===== src/z80_bank_config.svh =====
`ifndef Z80_BANK_CONFIG_SVH
`define Z80_BANK_CONFIG_SVH

// I/O port of bank register 0, registers follow at +1..+3
`define Z80B_PORT_BASE 8'hA0

// Number of bank registers, also the size of the port window
`define Z80B_BANK_COUNT 8'd4

// Bank contents after reset
// Slots 0..3 map onto the first 64 KB of ROM
`define Z80B_RESET_BANK0 8'h00
`define Z80B_RESET_BANK1 8'h01
`define Z80B_RESET_BANK2 8'h02
`define Z80B_RESET_BANK3 8'h03

// phi divider width, phi is the MSB (sysclk / 4)
`define Z80B_PHI_DIV_BITS 2

`endif


===== src/z80_bank_pkg.sv =====
`default_nettype none

package z80_bank_pkg;

    //////////////////////////////////////////////////
    // Bus cycle kinds
    //////////////////////////////////////////////////

    // Decoded from the Z80 strobes, one per registered sysclk cycle
    typedef enum logic [2:0] {
        CYC_IDLE  = 3'd0,   // No strobe pair active
        CYC_MEMRD = 3'd1,   // mreq + rd
        CYC_MEMWR = 3'd2,   // mreq + wr
        CYC_IORD  = 3'd3,   // iorq + rd
        CYC_IOWR  = 3'd4    // iorq + wr
    } cycle_kind_e;

    //////////////////////////////////////////////////
    // Shared bundles
    //////////////////////////////////////////////////

    // Registered bus state, 27 bits
    typedef struct packed {
        cycle_kind_e kind;
        logic [15:0] addr;
        logic [7:0]  wdata;  // Write data, valid in write cycles
    } bus_cycle_t;

    // Four bank registers, index is the slot
    // Bits 5..0 physical bank, bit 7 write protect
    typedef logic [3:0][7:0] bank_file_t;

    // Memory decode result, 8 bits
    typedef struct packed {
        logic [5:0] bank;    // Physical bank of the addressed slot
        logic       ram_sel; // 512 KB RAM
        logic       rom_sel; // 256 KB flash
    } mem_sel_t;

endpackage

`default_nettype wire


===== src/bus_front.sv =====
`timescale 1ns/1ps
`default_nettype none

`include "z80_bank_config.svh"

module bus_front (
    input  wire logic                     sysclk,
    input  wire logic                     reset,
    input  wire logic [15:0]              bus_a,
    input  wire logic [7:0]               data_in,
    input  wire logic                     bus_rd_n,
    input  wire logic                     bus_wr_n,
    input  wire logic                     bus_mreq_n,
    input  wire logic                     bus_iorq_n,
    output logic                          phi,         // CPU clock
    output z80_bank_pkg::bus_cycle_t      cycle,       // Registered bus
    output logic                          io_wr_pulse  // First cycle of IOWR
);
    import z80_bank_pkg::*;

    localparam logic [`Z80B_PHI_DIV_BITS-1:0] phi_step = 1;

    logic [`Z80B_PHI_DIV_BITS-1:0] phi_div;
    cycle_kind_e                   kind_next;
    cycle_kind_e                   kind_r;
    cycle_kind_e                   kind_prev;   // Kind one cycle earlier
    logic [15:0]                   addr_r;
    logic [7:0]                    wdata_r;

    //////////////////////////////////////////////////
    // phi generation
    //////////////////////////////////////////////////
    always_ff @(posedge sysclk) begin
        if (reset)
            phi_div <= '0;
        else
            phi_div <= phi_div + phi_step;  // Free running
    end

    assign phi = phi_div[`Z80B_PHI_DIV_BITS-1];  // MSB, sysclk / 4

    //////////////////////////////////////////////////
    // Cycle classification
    //////////////////////////////////////////////////
    always_comb begin
        kind_next = CYC_IDLE;  // Int ack, refresh, gaps
        if (!bus_mreq_n && !bus_rd_n)
            kind_next = CYC_MEMRD;
        else if (!bus_mreq_n && !bus_wr_n)
            kind_next = CYC_MEMWR;
        else if (!bus_iorq_n && !bus_rd_n)
            kind_next = CYC_IORD;
        else if (!bus_iorq_n && !bus_wr_n)
            kind_next = CYC_IOWR;
    end

    // Kind history, cleared so no pulse comes out of reset
    always_ff @(posedge sysclk) begin
        if (reset) begin
            kind_r    <= CYC_IDLE;
            kind_prev <= CYC_IDLE;
        end else begin
            kind_r    <= kind_next;
            kind_prev <= kind_r;
        end
    end

    // Address and data, payload only
    always_ff @(posedge sysclk) begin
        addr_r  <= bus_a;
        wdata_r <= data_in;
    end

    assign cycle = '{kind: kind_r, addr: addr_r, wdata: wdata_r};

    // Rising edge of IOWR, one pulse per held strobe
    assign io_wr_pulse = (kind_r == CYC_IOWR) && (kind_prev != CYC_IOWR);

endmodule

`default_nettype wire


===== src/bank_regs.sv =====
`timescale 1ns/1ps
`default_nettype none

`include "z80_bank_config.svh"

module bank_regs (
    input  wire logic                     sysclk,
    input  wire logic                     reset,
    input  wire z80_bank_pkg::bus_cycle_t cycle,
    input  wire logic                     io_wr_pulse,
    output z80_bank_pkg::bank_file_t      banks
);
    import z80_bank_pkg::*;

    logic [7:0] port_off;   // Offset from port base, wraps below base
    logic       port_hit;   // Inside A0h..A3h
    logic [1:0] slot;

    //////////////////////////////////////////////////
    // Port window decode
    //////////////////////////////////////////////////

    // Only the low address byte counts, Z80 puts A on the high byte
    assign port_off = cycle.addr[7:0] - `Z80B_PORT_BASE;
    assign port_hit = port_off < `Z80B_BANK_COUNT;
    assign slot     = port_off[1:0];

    //////////////////////////////////////////////////
    // Bank register file
    //////////////////////////////////////////////////
    always_ff @(posedge sysclk) begin
        if (reset) begin
            banks[0] <= `Z80B_RESET_BANK0;  // Boot from ROM bank 0
            banks[1] <= `Z80B_RESET_BANK1;
            banks[2] <= `Z80B_RESET_BANK2;
            banks[3] <= `Z80B_RESET_BANK3;
        end else if (io_wr_pulse && port_hit) begin
            banks[slot] <= cycle.wdata;     // Whole byte, incl. protect bit
        end
    end

    // Writes outside the window fall through, other devices own them

    //////////////////////////////////////////////////
    // Checks
    //////////////////////////////////////////////////

    // Pulse from bus_front must line up with its own cycle kind
    a_pulse_is_iowr : assert property (
        @(posedge sysclk) disable iff (reset)
        io_wr_pulse |-> (cycle.kind == CYC_IOWR)
    ) else $error("io_wr_pulse outside an I/O write cycle");

endmodule

`default_nettype wire


===== src/mem_decode.sv =====
`timescale 1ns/1ps
`default_nettype none

module mem_decode (
    input  wire logic                     sysclk,  // Assertions only
    input  wire logic                     reset,   // Assertions only
    input  wire z80_bank_pkg::bus_cycle_t cycle,
    input  wire z80_bank_pkg::bank_file_t banks,
    output z80_bank_pkg::mem_sel_t        sel
);
    import z80_bank_pkg::*;

    logic [7:0] bank_entry;  // Register of the addressed slot
    logic       is_mem;
    logic       is_write;
    logic       ram_region;  // Banks 32..63
    logic       rom_region;  // Banks 0..15
    logic       blocked;

    //////////////////////////////////////////////////
    // Slot to bank
    //////////////////////////////////////////////////
    assign bank_entry = banks[cycle.addr[15:14]];  // 16 KB slots
    assign sel.bank   = bank_entry[5:0];           // Shown in every cycle

    //////////////////////////////////////////////////
    // Region and protection
    //////////////////////////////////////////////////
    assign is_write   = cycle.kind == CYC_MEMWR;
    assign is_mem     = (cycle.kind == CYC_MEMRD) || is_write;
    assign ram_region = bank_entry[5];
    assign rom_region = bank_entry[5:4] == 2'b00;
    // Banks 16..31 land in neither region, no chip there

    // Protect bit, or any write aimed at flash
    assign blocked = is_write && (bank_entry[7] || rom_region);

    assign sel.ram_sel = is_mem && ram_region && !blocked;
    assign sel.rom_sel = is_mem && rom_region && !blocked;

    //////////////////////////////////////////////////
    // Checks
    //////////////////////////////////////////////////
    a_one_chip : assert property (
        @(posedge sysclk) disable iff (reset)
        !(sel.ram_sel && sel.rom_sel)
    ) else $error("RAM and ROM selected together");

    a_idle_quiet : assert property (
        @(posedge sysclk) disable iff (reset)
        (cycle.kind == CYC_IDLE) |-> !(sel.ram_sel || sel.rom_sel)
    ) else $error("Chip selected in an idle cycle");

endmodule

`default_nettype wire


===== src/bus_respond.sv =====
`timescale 1ns/1ps
`default_nettype none

`include "z80_bank_config.svh"

module bus_respond (
    input  wire logic                     sysclk,
    input  wire logic                     reset,
    input  wire z80_bank_pkg::bus_cycle_t cycle,
    input  wire z80_bank_pkg::bank_file_t banks,
    output logic [7:0]                    data_out,
    output logic                          data_oe    // Drive the Z80 data bus
);
    import z80_bank_pkg::*;

    logic [7:0] port_off;
    logic       read_hit;   // IORD of A0h..A3h

    //////////////////////////////////////////////////
    // Read decode
    //////////////////////////////////////////////////
    assign port_off = cycle.addr[7:0] - `Z80B_PORT_BASE;
    assign read_hit = (cycle.kind == CYC_IORD) && (port_off < `Z80B_BANK_COUNT);

    //////////////////////////////////////////////////
    // Read data register
    //////////////////////////////////////////////////
    always_ff @(posedge sysclk) begin
        if (reset) begin
            data_out <= 8'h00;
            data_oe  <= 1'b0;
        end else if (read_hit) begin
            data_out <= banks[port_off[1:0]];  // Full byte incl. protect bit
            data_oe  <= 1'b1;
        end else begin
            data_out <= 8'h00;  // Quiet bus when not driving
            data_oe  <= 1'b0;
        end
    end

    // Other ports are answered by someone else, stay off the bus

    //////////////////////////////////////////////////
    // Checks
    //////////////////////////////////////////////////

    // Drive drops one cycle after the read ends, no bus fight
    a_oe_follows_iord : assert property (
        @(posedge sysclk) disable iff (reset)
        (cycle.kind != CYC_IORD) |=> !data_oe
    ) else $error("data_oe high after a non-IORD cycle");

endmodule

`default_nettype wire


===== src/z80_bank_top.sv =====
`timescale 1ns/1ps
`default_nettype none

module z80_bank_top (
    input  wire logic        sysclk,
    input  wire logic        reset,
    input  wire logic [15:0] bus_a,
    input  wire logic [7:0]  data_in,     // Z80 data bus, input half
    input  wire logic        bus_rd_n,
    input  wire logic        bus_wr_n,
    input  wire logic        bus_mreq_n,
    input  wire logic        bus_iorq_n,
    output logic             phi,
    output logic [7:0]       data_out,    // Z80 data bus, output half
    output logic             data_oe,
    output logic             ram_cs_n,    // 512 KB RAM
    output logic             rom_cs_n,    // 256 KB flash
    output logic [5:0]       bank_a       // Physical bank, upper memory address
);
    import z80_bank_pkg::*;

    bus_cycle_t cycle;
    logic       io_wr_pulse;
    bank_file_t banks;
    mem_sel_t   sel;

    // Pins in, registered bus out
    bus_front u_front (
        .sysclk      (sysclk),
        .reset       (reset),
        .bus_a       (bus_a),
        .data_in     (data_in),
        .bus_rd_n    (bus_rd_n),
        .bus_wr_n    (bus_wr_n),
        .bus_mreq_n  (bus_mreq_n),
        .bus_iorq_n  (bus_iorq_n),
        .phi         (phi),
        .cycle       (cycle),
        .io_wr_pulse (io_wr_pulse)
    );

    bank_regs u_regs (
        .sysclk      (sysclk),
        .reset       (reset),
        .cycle       (cycle),
        .io_wr_pulse (io_wr_pulse),
        .banks       (banks)
    );

    mem_decode u_decode (
        .sysclk (sysclk),
        .reset  (reset),
        .cycle  (cycle),
        .banks  (banks),
        .sel    (sel)
    );

    bus_respond u_respond (
        .sysclk   (sysclk),
        .reset    (reset),
        .cycle    (cycle),
        .banks    (banks),
        .data_out (data_out),
        .data_oe  (data_oe)
    );

    // Active-low chip selects
    assign ram_cs_n = !sel.ram_sel;
    assign rom_cs_n = !sel.rom_sel;
    assign bank_a   = sel.bank;

endmodule

`default_nettype wire


===== config.mk =====
export PLATFORM = sky130hd
export DESIGN_NAME = z80_bank_top
export DESIGN_NICKNAME = d
export VERILOG_FILES = /design/src/z80_bank_pkg.sv /design/src/bus_front.sv /design/src/bank_regs.sv /design/src/mem_decode.sv /design/src/bus_respond.sv /design/src/z80_bank_top.sv
export VERILOG_INCLUDE_DIRS = /design/src /design/src/src
export SDC_FILE = /design/constraint.sdc
export NUM_CORES = 1
export LEC_CHECK = 0
export ABC_AREA = 1
export BUFFER_PORTS_ARGS = -buffer_cell sky130_fd_sc_hd__clkbuf_2
export CAP_MARGIN = 10
export CORE_MARGIN = 2
export CORE_UTILIZATION = 54
export CTS_CLUSTER_SIZE = 14
export DETAILED_ROUTE_END_ITERATION = 10
export PLACE_DENSITY = 0.8
export SLEW_MARGIN = 20
export SYNTH_ARGS = -nofsm -noshare
export SYNTH_HDL_FRONTEND = slang
export SYNTH_SLANG_ARGS = --single-unit

===== constraint.sdc =====
create_clock -name sysclk -period 2.1 [get_ports sysclk]
set_input_delay 0.315 -clock sysclk [delete_from_list [all_inputs] [get_ports sysclk]]
set_output_delay 0.315 -clock sysclk [all_outputs]
set_load 0.005 [all_outputs]

Word-level counts from Yosys, hierarchy flattened
Index checks and enable logic that the tools add are counted.

Reductions and logical operators: 26. Equality and inequality tests: 5. Order comparisons: 4. Multiplexer cells: 12. $add $sub $neg: 2. Bitwise logic cells: 1.

Operators with widths (number): $bmux 8 s2 (2); $bwmux 32 (1); $mux 8 (3); $demux 8 s2 (1); $logic_and 1x1->1 (13); $lt 8x3->1 const B (1); $sub 8x8->8 const B (1); $logic_not 1->1 (7); $eq 3x2->1 const B (2); $lt 2x3->1 const B (2); $mux 2 (2); $reduce_or 2->1 (2); $reduce_or 4->1 (1); $eq 3x1->1 const B (1); $eq 3x3->1 const B (1); $mux 3 (1); $ne 3x3->1 const B (1); $add 2x1->2 const B (1); $ge 2x1->1 const B (1); $logic_not 2->1 (1); $logic_or 1x1->1 (2); $mux 1 (2); $not 1->1 (1).

Output and inout port bits: 18. Register bits: 73. Input port bits: 30. Logic and storage cells: 63.

Depth between registers and ports, before layout
Word-level depth: 8. Depth in mapped cells: 11. Gate-level depth less buffers: 10.

Hierarchy
Synthesis repeated with hierarchy kept, for this count alone.

Cells, all modules: 519. Area, all modules: 3420.8 um^2.

Modules (own cells, without submodules): bank_regs (cells an instance 260, area each 1672.9 um^2, sequential area each 640.6 um^2, instances 1); bus_front (cells an instance 56, area each 744.5 um^2, sequential area each 640.6 um^2, instances 1); bus_respond (cells an instance 142, area each 735.7 um^2, sequential area each 180.2 um^2, instances 1); mem_decode (cells an instance 59, area each 260.2 um^2, sequential area each 0.0 um^2, instances 1); z80_bank_top (cells an instance 2, area each 7.5 um^2, sequential area each 0.0 um^2, instances 1).

Least setup slack after synthesis
OpenSTA, ideal clock, no wires.

Path type: flip-flop to flip-flop. Start: register u_front.addr_r[5]. End: register u_regs.banks[8] (netlist name). Slack: 0.620 ns. Data required time: 1.966 ns. Clock period less this slack: 1.480 ns. Buffers on the path: 1. Cell stages (with the launch flop): 11. Arrival time: 1.347 ns. Library setup time: 0.134 ns. Path through: dfxtp_1 > inv_1 > ha_1 > nand2_1 > nor2_2 > nand3_2 > nor2_8 > buf_6 > nand2_1 > nand2_1 > nand3_1.

Longest elaborated chain between the ends: 3.

Ends and longest elaborated chain: start, declared (line bus_front.sv:27) `logic [15:0] addr_r;`; start signal, assigned (line bus_front.sv:70) `addr_r <= bus_a;`; $sub 8x8->8 (no line); $lt 8x3->1 (no line); $logic_and 1x1->1 (line bank_regs.sv:37) `end else if (io_wr_pulse && port_hit) begin`; end signal, assigned by index (line bank_regs.sv:38) `banks[slot] <= cycle.wdata;`; end, declared (line bank_regs.sv:11) `output z80_bank_pkg::bank_file_t banks`.

No other way between the ends. A chain may end at the register's enable or synchronous reset.

Final worst setup path
Start: register u_front.addr_r[15]. End: output port ram_cs_n.

Longest elaborated chain between the ends: 8. Elaborated cells between the ends (all ways): 9. Classes of those cells: mux: 2; reduce/logical: 7.

Ends and longest elaborated chain: $bmux 8 s2 * (line mem_decode.sv:23) `assign bank_entry = banks[cycle.addr[15:14]];`; $mux 8 (not written as such) * (line mem_decode.sv:23); $logic_not 2->1 (line mem_decode.sv:32) `assign rom_region = bank_entry[5:4] == 2'b00;`; $logic_or 1x1->1 (line mem_decode.sv:36) `assign blocked = is_write && (bank_entry[7] || rom_region);`; $logic_and 1x1->1 (line mem_decode.sv:36); $logic_not 1->1 (line mem_decode.sv:38) `assign sel.ram_sel = is_mem && ram_region && !blocked;`; $logic_and 1x1->1 * (line mem_decode.sv:38); $logic_not 1->1 * (line z80_bank_top.sv:68) `assign ram_cs_n = !sel.ram_sel;`; end, declared (line z80_bank_top.sv:16) `output logic ram_cs_n,`.

Mark *: on every way between the ends. The rest lies on a longest branch, timed or not. The select of a mux whose other input is x is not followed.

==> results.json <==
{
  "status": "finished, final reports clean",
  "hold_violations": 0,
  "swShare_pct": 20.9,
  "cp-start-kind": "register",
  "yosysWarningCount": 0,
  "ios": 48,
  "via_per_inst": 5.09,
  "setup_slack_ps": 279,
  "synth_xor_area_share_pct": 0.319,
  "ctsLongestPathBuffers": 2,
  "tns_ps": 0,
  "dr.first_iter.drc_count": 193,
  "maxSlewViolCount": 0,
  "htreeDepth": 3,
  "drc": 0,
  "die_h_um": 75.3,
  "die_w_um": 75.3,
  "final.setup_skew_ps": 6.48,
  "max_freq_mhz": 549,
  "combPwrFrac_pct": 6.0,
  "syn_avg_cell_area_um2": 7.32,
  "grt_usage_pct": 22.6,
  "rows": 25,
  "clk_latency_ps": 340,
  "critical_path_class": "register to output port",
  "wire_per_inst_um": 11.9,
  "ys_ff_latch": 67,
  "netlist_area_um2": 2750,
  "dp_hpwl_um": 3660,
  "synth_compound_area_share_pct": 12.1,
  "p_switching_mw": 0.592,
  "grt_max_degree": 33,
  "port-buffer-count": 41,
  "cp-startpoint": "u_front.addr_r[15]",
  "arrival_ps": 1510,
  "setup_viol_count_final": 0,
  "post_cts_buffers": 0,
  "pwr-share-seq_pct": 46.3,
  "fillCellCount": 423,
  "worstMarginPinSlew_ps": 795,
  "antenna_found_initial": 0,
  "synth-simple-area-share_pct": 28.8,
  "p_leak_nw": 1.49,
  "cts_buffers": 9,
  "synth_cell_type_count": 25,
  "cts_tree": "yes",
  "vias": 2465,
  "area_growth_pct": 18.0,
  "ant_nets": 0,
  "irDropWorstVdd_mv": 0.500,
  "synthMuxAreaShare_pct": 0,
  "wl_um": 5760,
  "synthAdderAreaFrac_pct": 0.456,
  "power_frac_clock_pct": 47.7,
  "min_from": "data_in[0]",
  "cap_violations": 0,
  "rsz0062_at_grt": "false",
  "core-area_um2": 4820,
  "grt_overflow_total": 0,
  "postLayoutCoreUtil_pct": 67.2,
  "intPower_mw": 2.24,
  "drtPass1Iterations": 4,
  "power_density_nw_per_um2": 875,
  "drive_gt1_share_pct": 17.3,
  "relSlewSlack_pct": 47.0,
  "critPathMaxFanout": 8,
  "synth_fp_nets": 406,
  "period_share_pct": 86.7,
  "grt_pass1_wl_um": 9630,
  "pre_cts_slack_ps": 393,
  "clock_sinks": 67,
  "yosysSeqAreaShare_pct": 48.8,
  "antenna_cells": 0,
  "reg2reg_from": "u_front.addr_r[5]",
  "clk_pin_slew_ps": 70,
  "synth_cells": 375,
  "hold_path_class": "input pin to register",
  "synth_top_family_by_area": "simple AND/OR/NAND/NOR gates",
  "start_util_pct": 57.0,
  "gp_congestion": 0.842,
  "end_kind": "output port",
  "layout_min_cycle_time_ps": 1820,
  "grt_pass1_vias": 2157,
  "required_ps": 1780,
  "cts_root_buf": "clkbuf_8",
  "fin_nets": 443,
  "dieArea_um2": 5670
}
==> stage by stage <==
stage | area (µm²) | hold WS [ps] | instances | power, mW
CTS | 3240 | 62.8 | 484 | 2.85
global route | 3240 | 64.1 | 484 | 2.92
detailed placement | 2980 | 419 | 468 | 1.51
floorplan | 2750 | 343 | 375 | 1.45
global placement | 2980 | 418 | 468 | 1.51
finish | 3240 | 68.5 | 484 | 2.83
==> power by group through the flow <==
stage / clock network [mW] / registers (mW) / logic (mW)
floorplan: 0 / 1.34 / 0.110
finish: 1.35 / 1.31 / 0.170
CTS: 1.37 / 1.31 / 0.169
global placement: 0 / 1.34 / 0.165
global route: 1.41 / 1.31 / 0.194
detailed placement: 0 / 1.34 / 0.168
==> layer usage <==
layer,share of wire (%),global-route usage [%],up-vias
li1,-,-,1270
met1,45,31.3,1082
met2,45,33.5,99
met3,7.8,3.97,14
met4,1.9,12.7,0
met5,0,0,-
==> cell families after synthesis <==
family | Yosys count
AND/OR/NAND/NOR | 187
XOR/XNOR | 1
buffers and inverters | 56
adder cells (fa/ha/maj) | 1
flip-flops | 67
AO/OA/AOI/OAI | 63
==> cell type report <==
type,instances,area [µm²],area share (%)
clock buffer,12,165,5.10
sequential,67,1340,41.4
multi-input combinational,252,1150,35.4
timing repair buffer,47,275,8.50
clock inverter,4,95.1,2.94
tap,67,83.8,2.59
inverter,35,131,4.06
==> registers in the layout, summed over array words and instances (netlist names) <==
name,flops
u_respond.data_out,8
u_front.kind_prev,3
u_front.kind_r,3
u_front.wdata_r,8
u_front.addr_r,10
u_respond.data_oe,1
u_regs.banks,32
u_front.phi_div,2
==> Yosys cell counts <==
cell,number,area [µm²]
nand3_1,41,205
xnor2_1,1,8.76
a21oi_1,41,205
nand2_1,81,304
nor2_2,2,12.5
nand4_1,1,6.26
nor2_8,1,20.0
dfxtp_1,67,1340
clkbuf_2,1,5.00
nor3_1,1,5.00
inv_1,33,124
o21ai_0,13,65.1
o22ai_1,4,25.0
inv_2,2,7.51
buf_6,6,67.6
nand3_2,1,10.0
nand2_2,2,12.5
a211oi_1,4,30.0
ha_1,1,12.5
nor2_1,56,210
nor4_1,1,6.26
buf_1,3,11.3
o211ai_1,1,7.51
clkbuf_1,9,33.8
buf_2,2,10.0
==> repair_timing <==
item,CTS,global route
resized for setup,0,1
hold buffers,0,0
endpoints found under the hold margin,0,0
setup endpoints to repair,0,2
==> worst paths after layout <==
kind | end | depth (start not counted) | slack (ps)
worst max-delay path | ram_cs_n | 7 | 280
worst max register to register | u_regs.banks[0] | 10 | 380
worst min-delay path | u_front.wdata_r[0] | 1 | 70
worst min register to register | u_front.phi_div[0] | 1 | 430
==> placed cells by master, fill, tap and decap left out, drive strengths merged <==
cell type,Yosys,routed
nand2,83,83
dfxtp,67,67
nor2,59,59
clkbuf,10,53
nand3,42,42
a21oi,41,41
inv,35,35
o21ai,13,13
buf,11,6
o22ai,4,4
a211oi,4,4
bufinv,0,3
o211ai,1,1
nor3,1,1
nand4,1,1
nor4,1,1
xnor2,1,1
ha,1,1
clkinv,0,1
==> worst max-delay path, cell delays in order, from the launching register on <==
cell      delay (ps)
dfxtp_2          390
inv_1            170
a21oi_1          140
o21ai_0          110
nand2_1          130
nor2_1            50
nand2_1           60
clkbuf_2         110
Note: power is estimated with default switching activity, not from simulation.
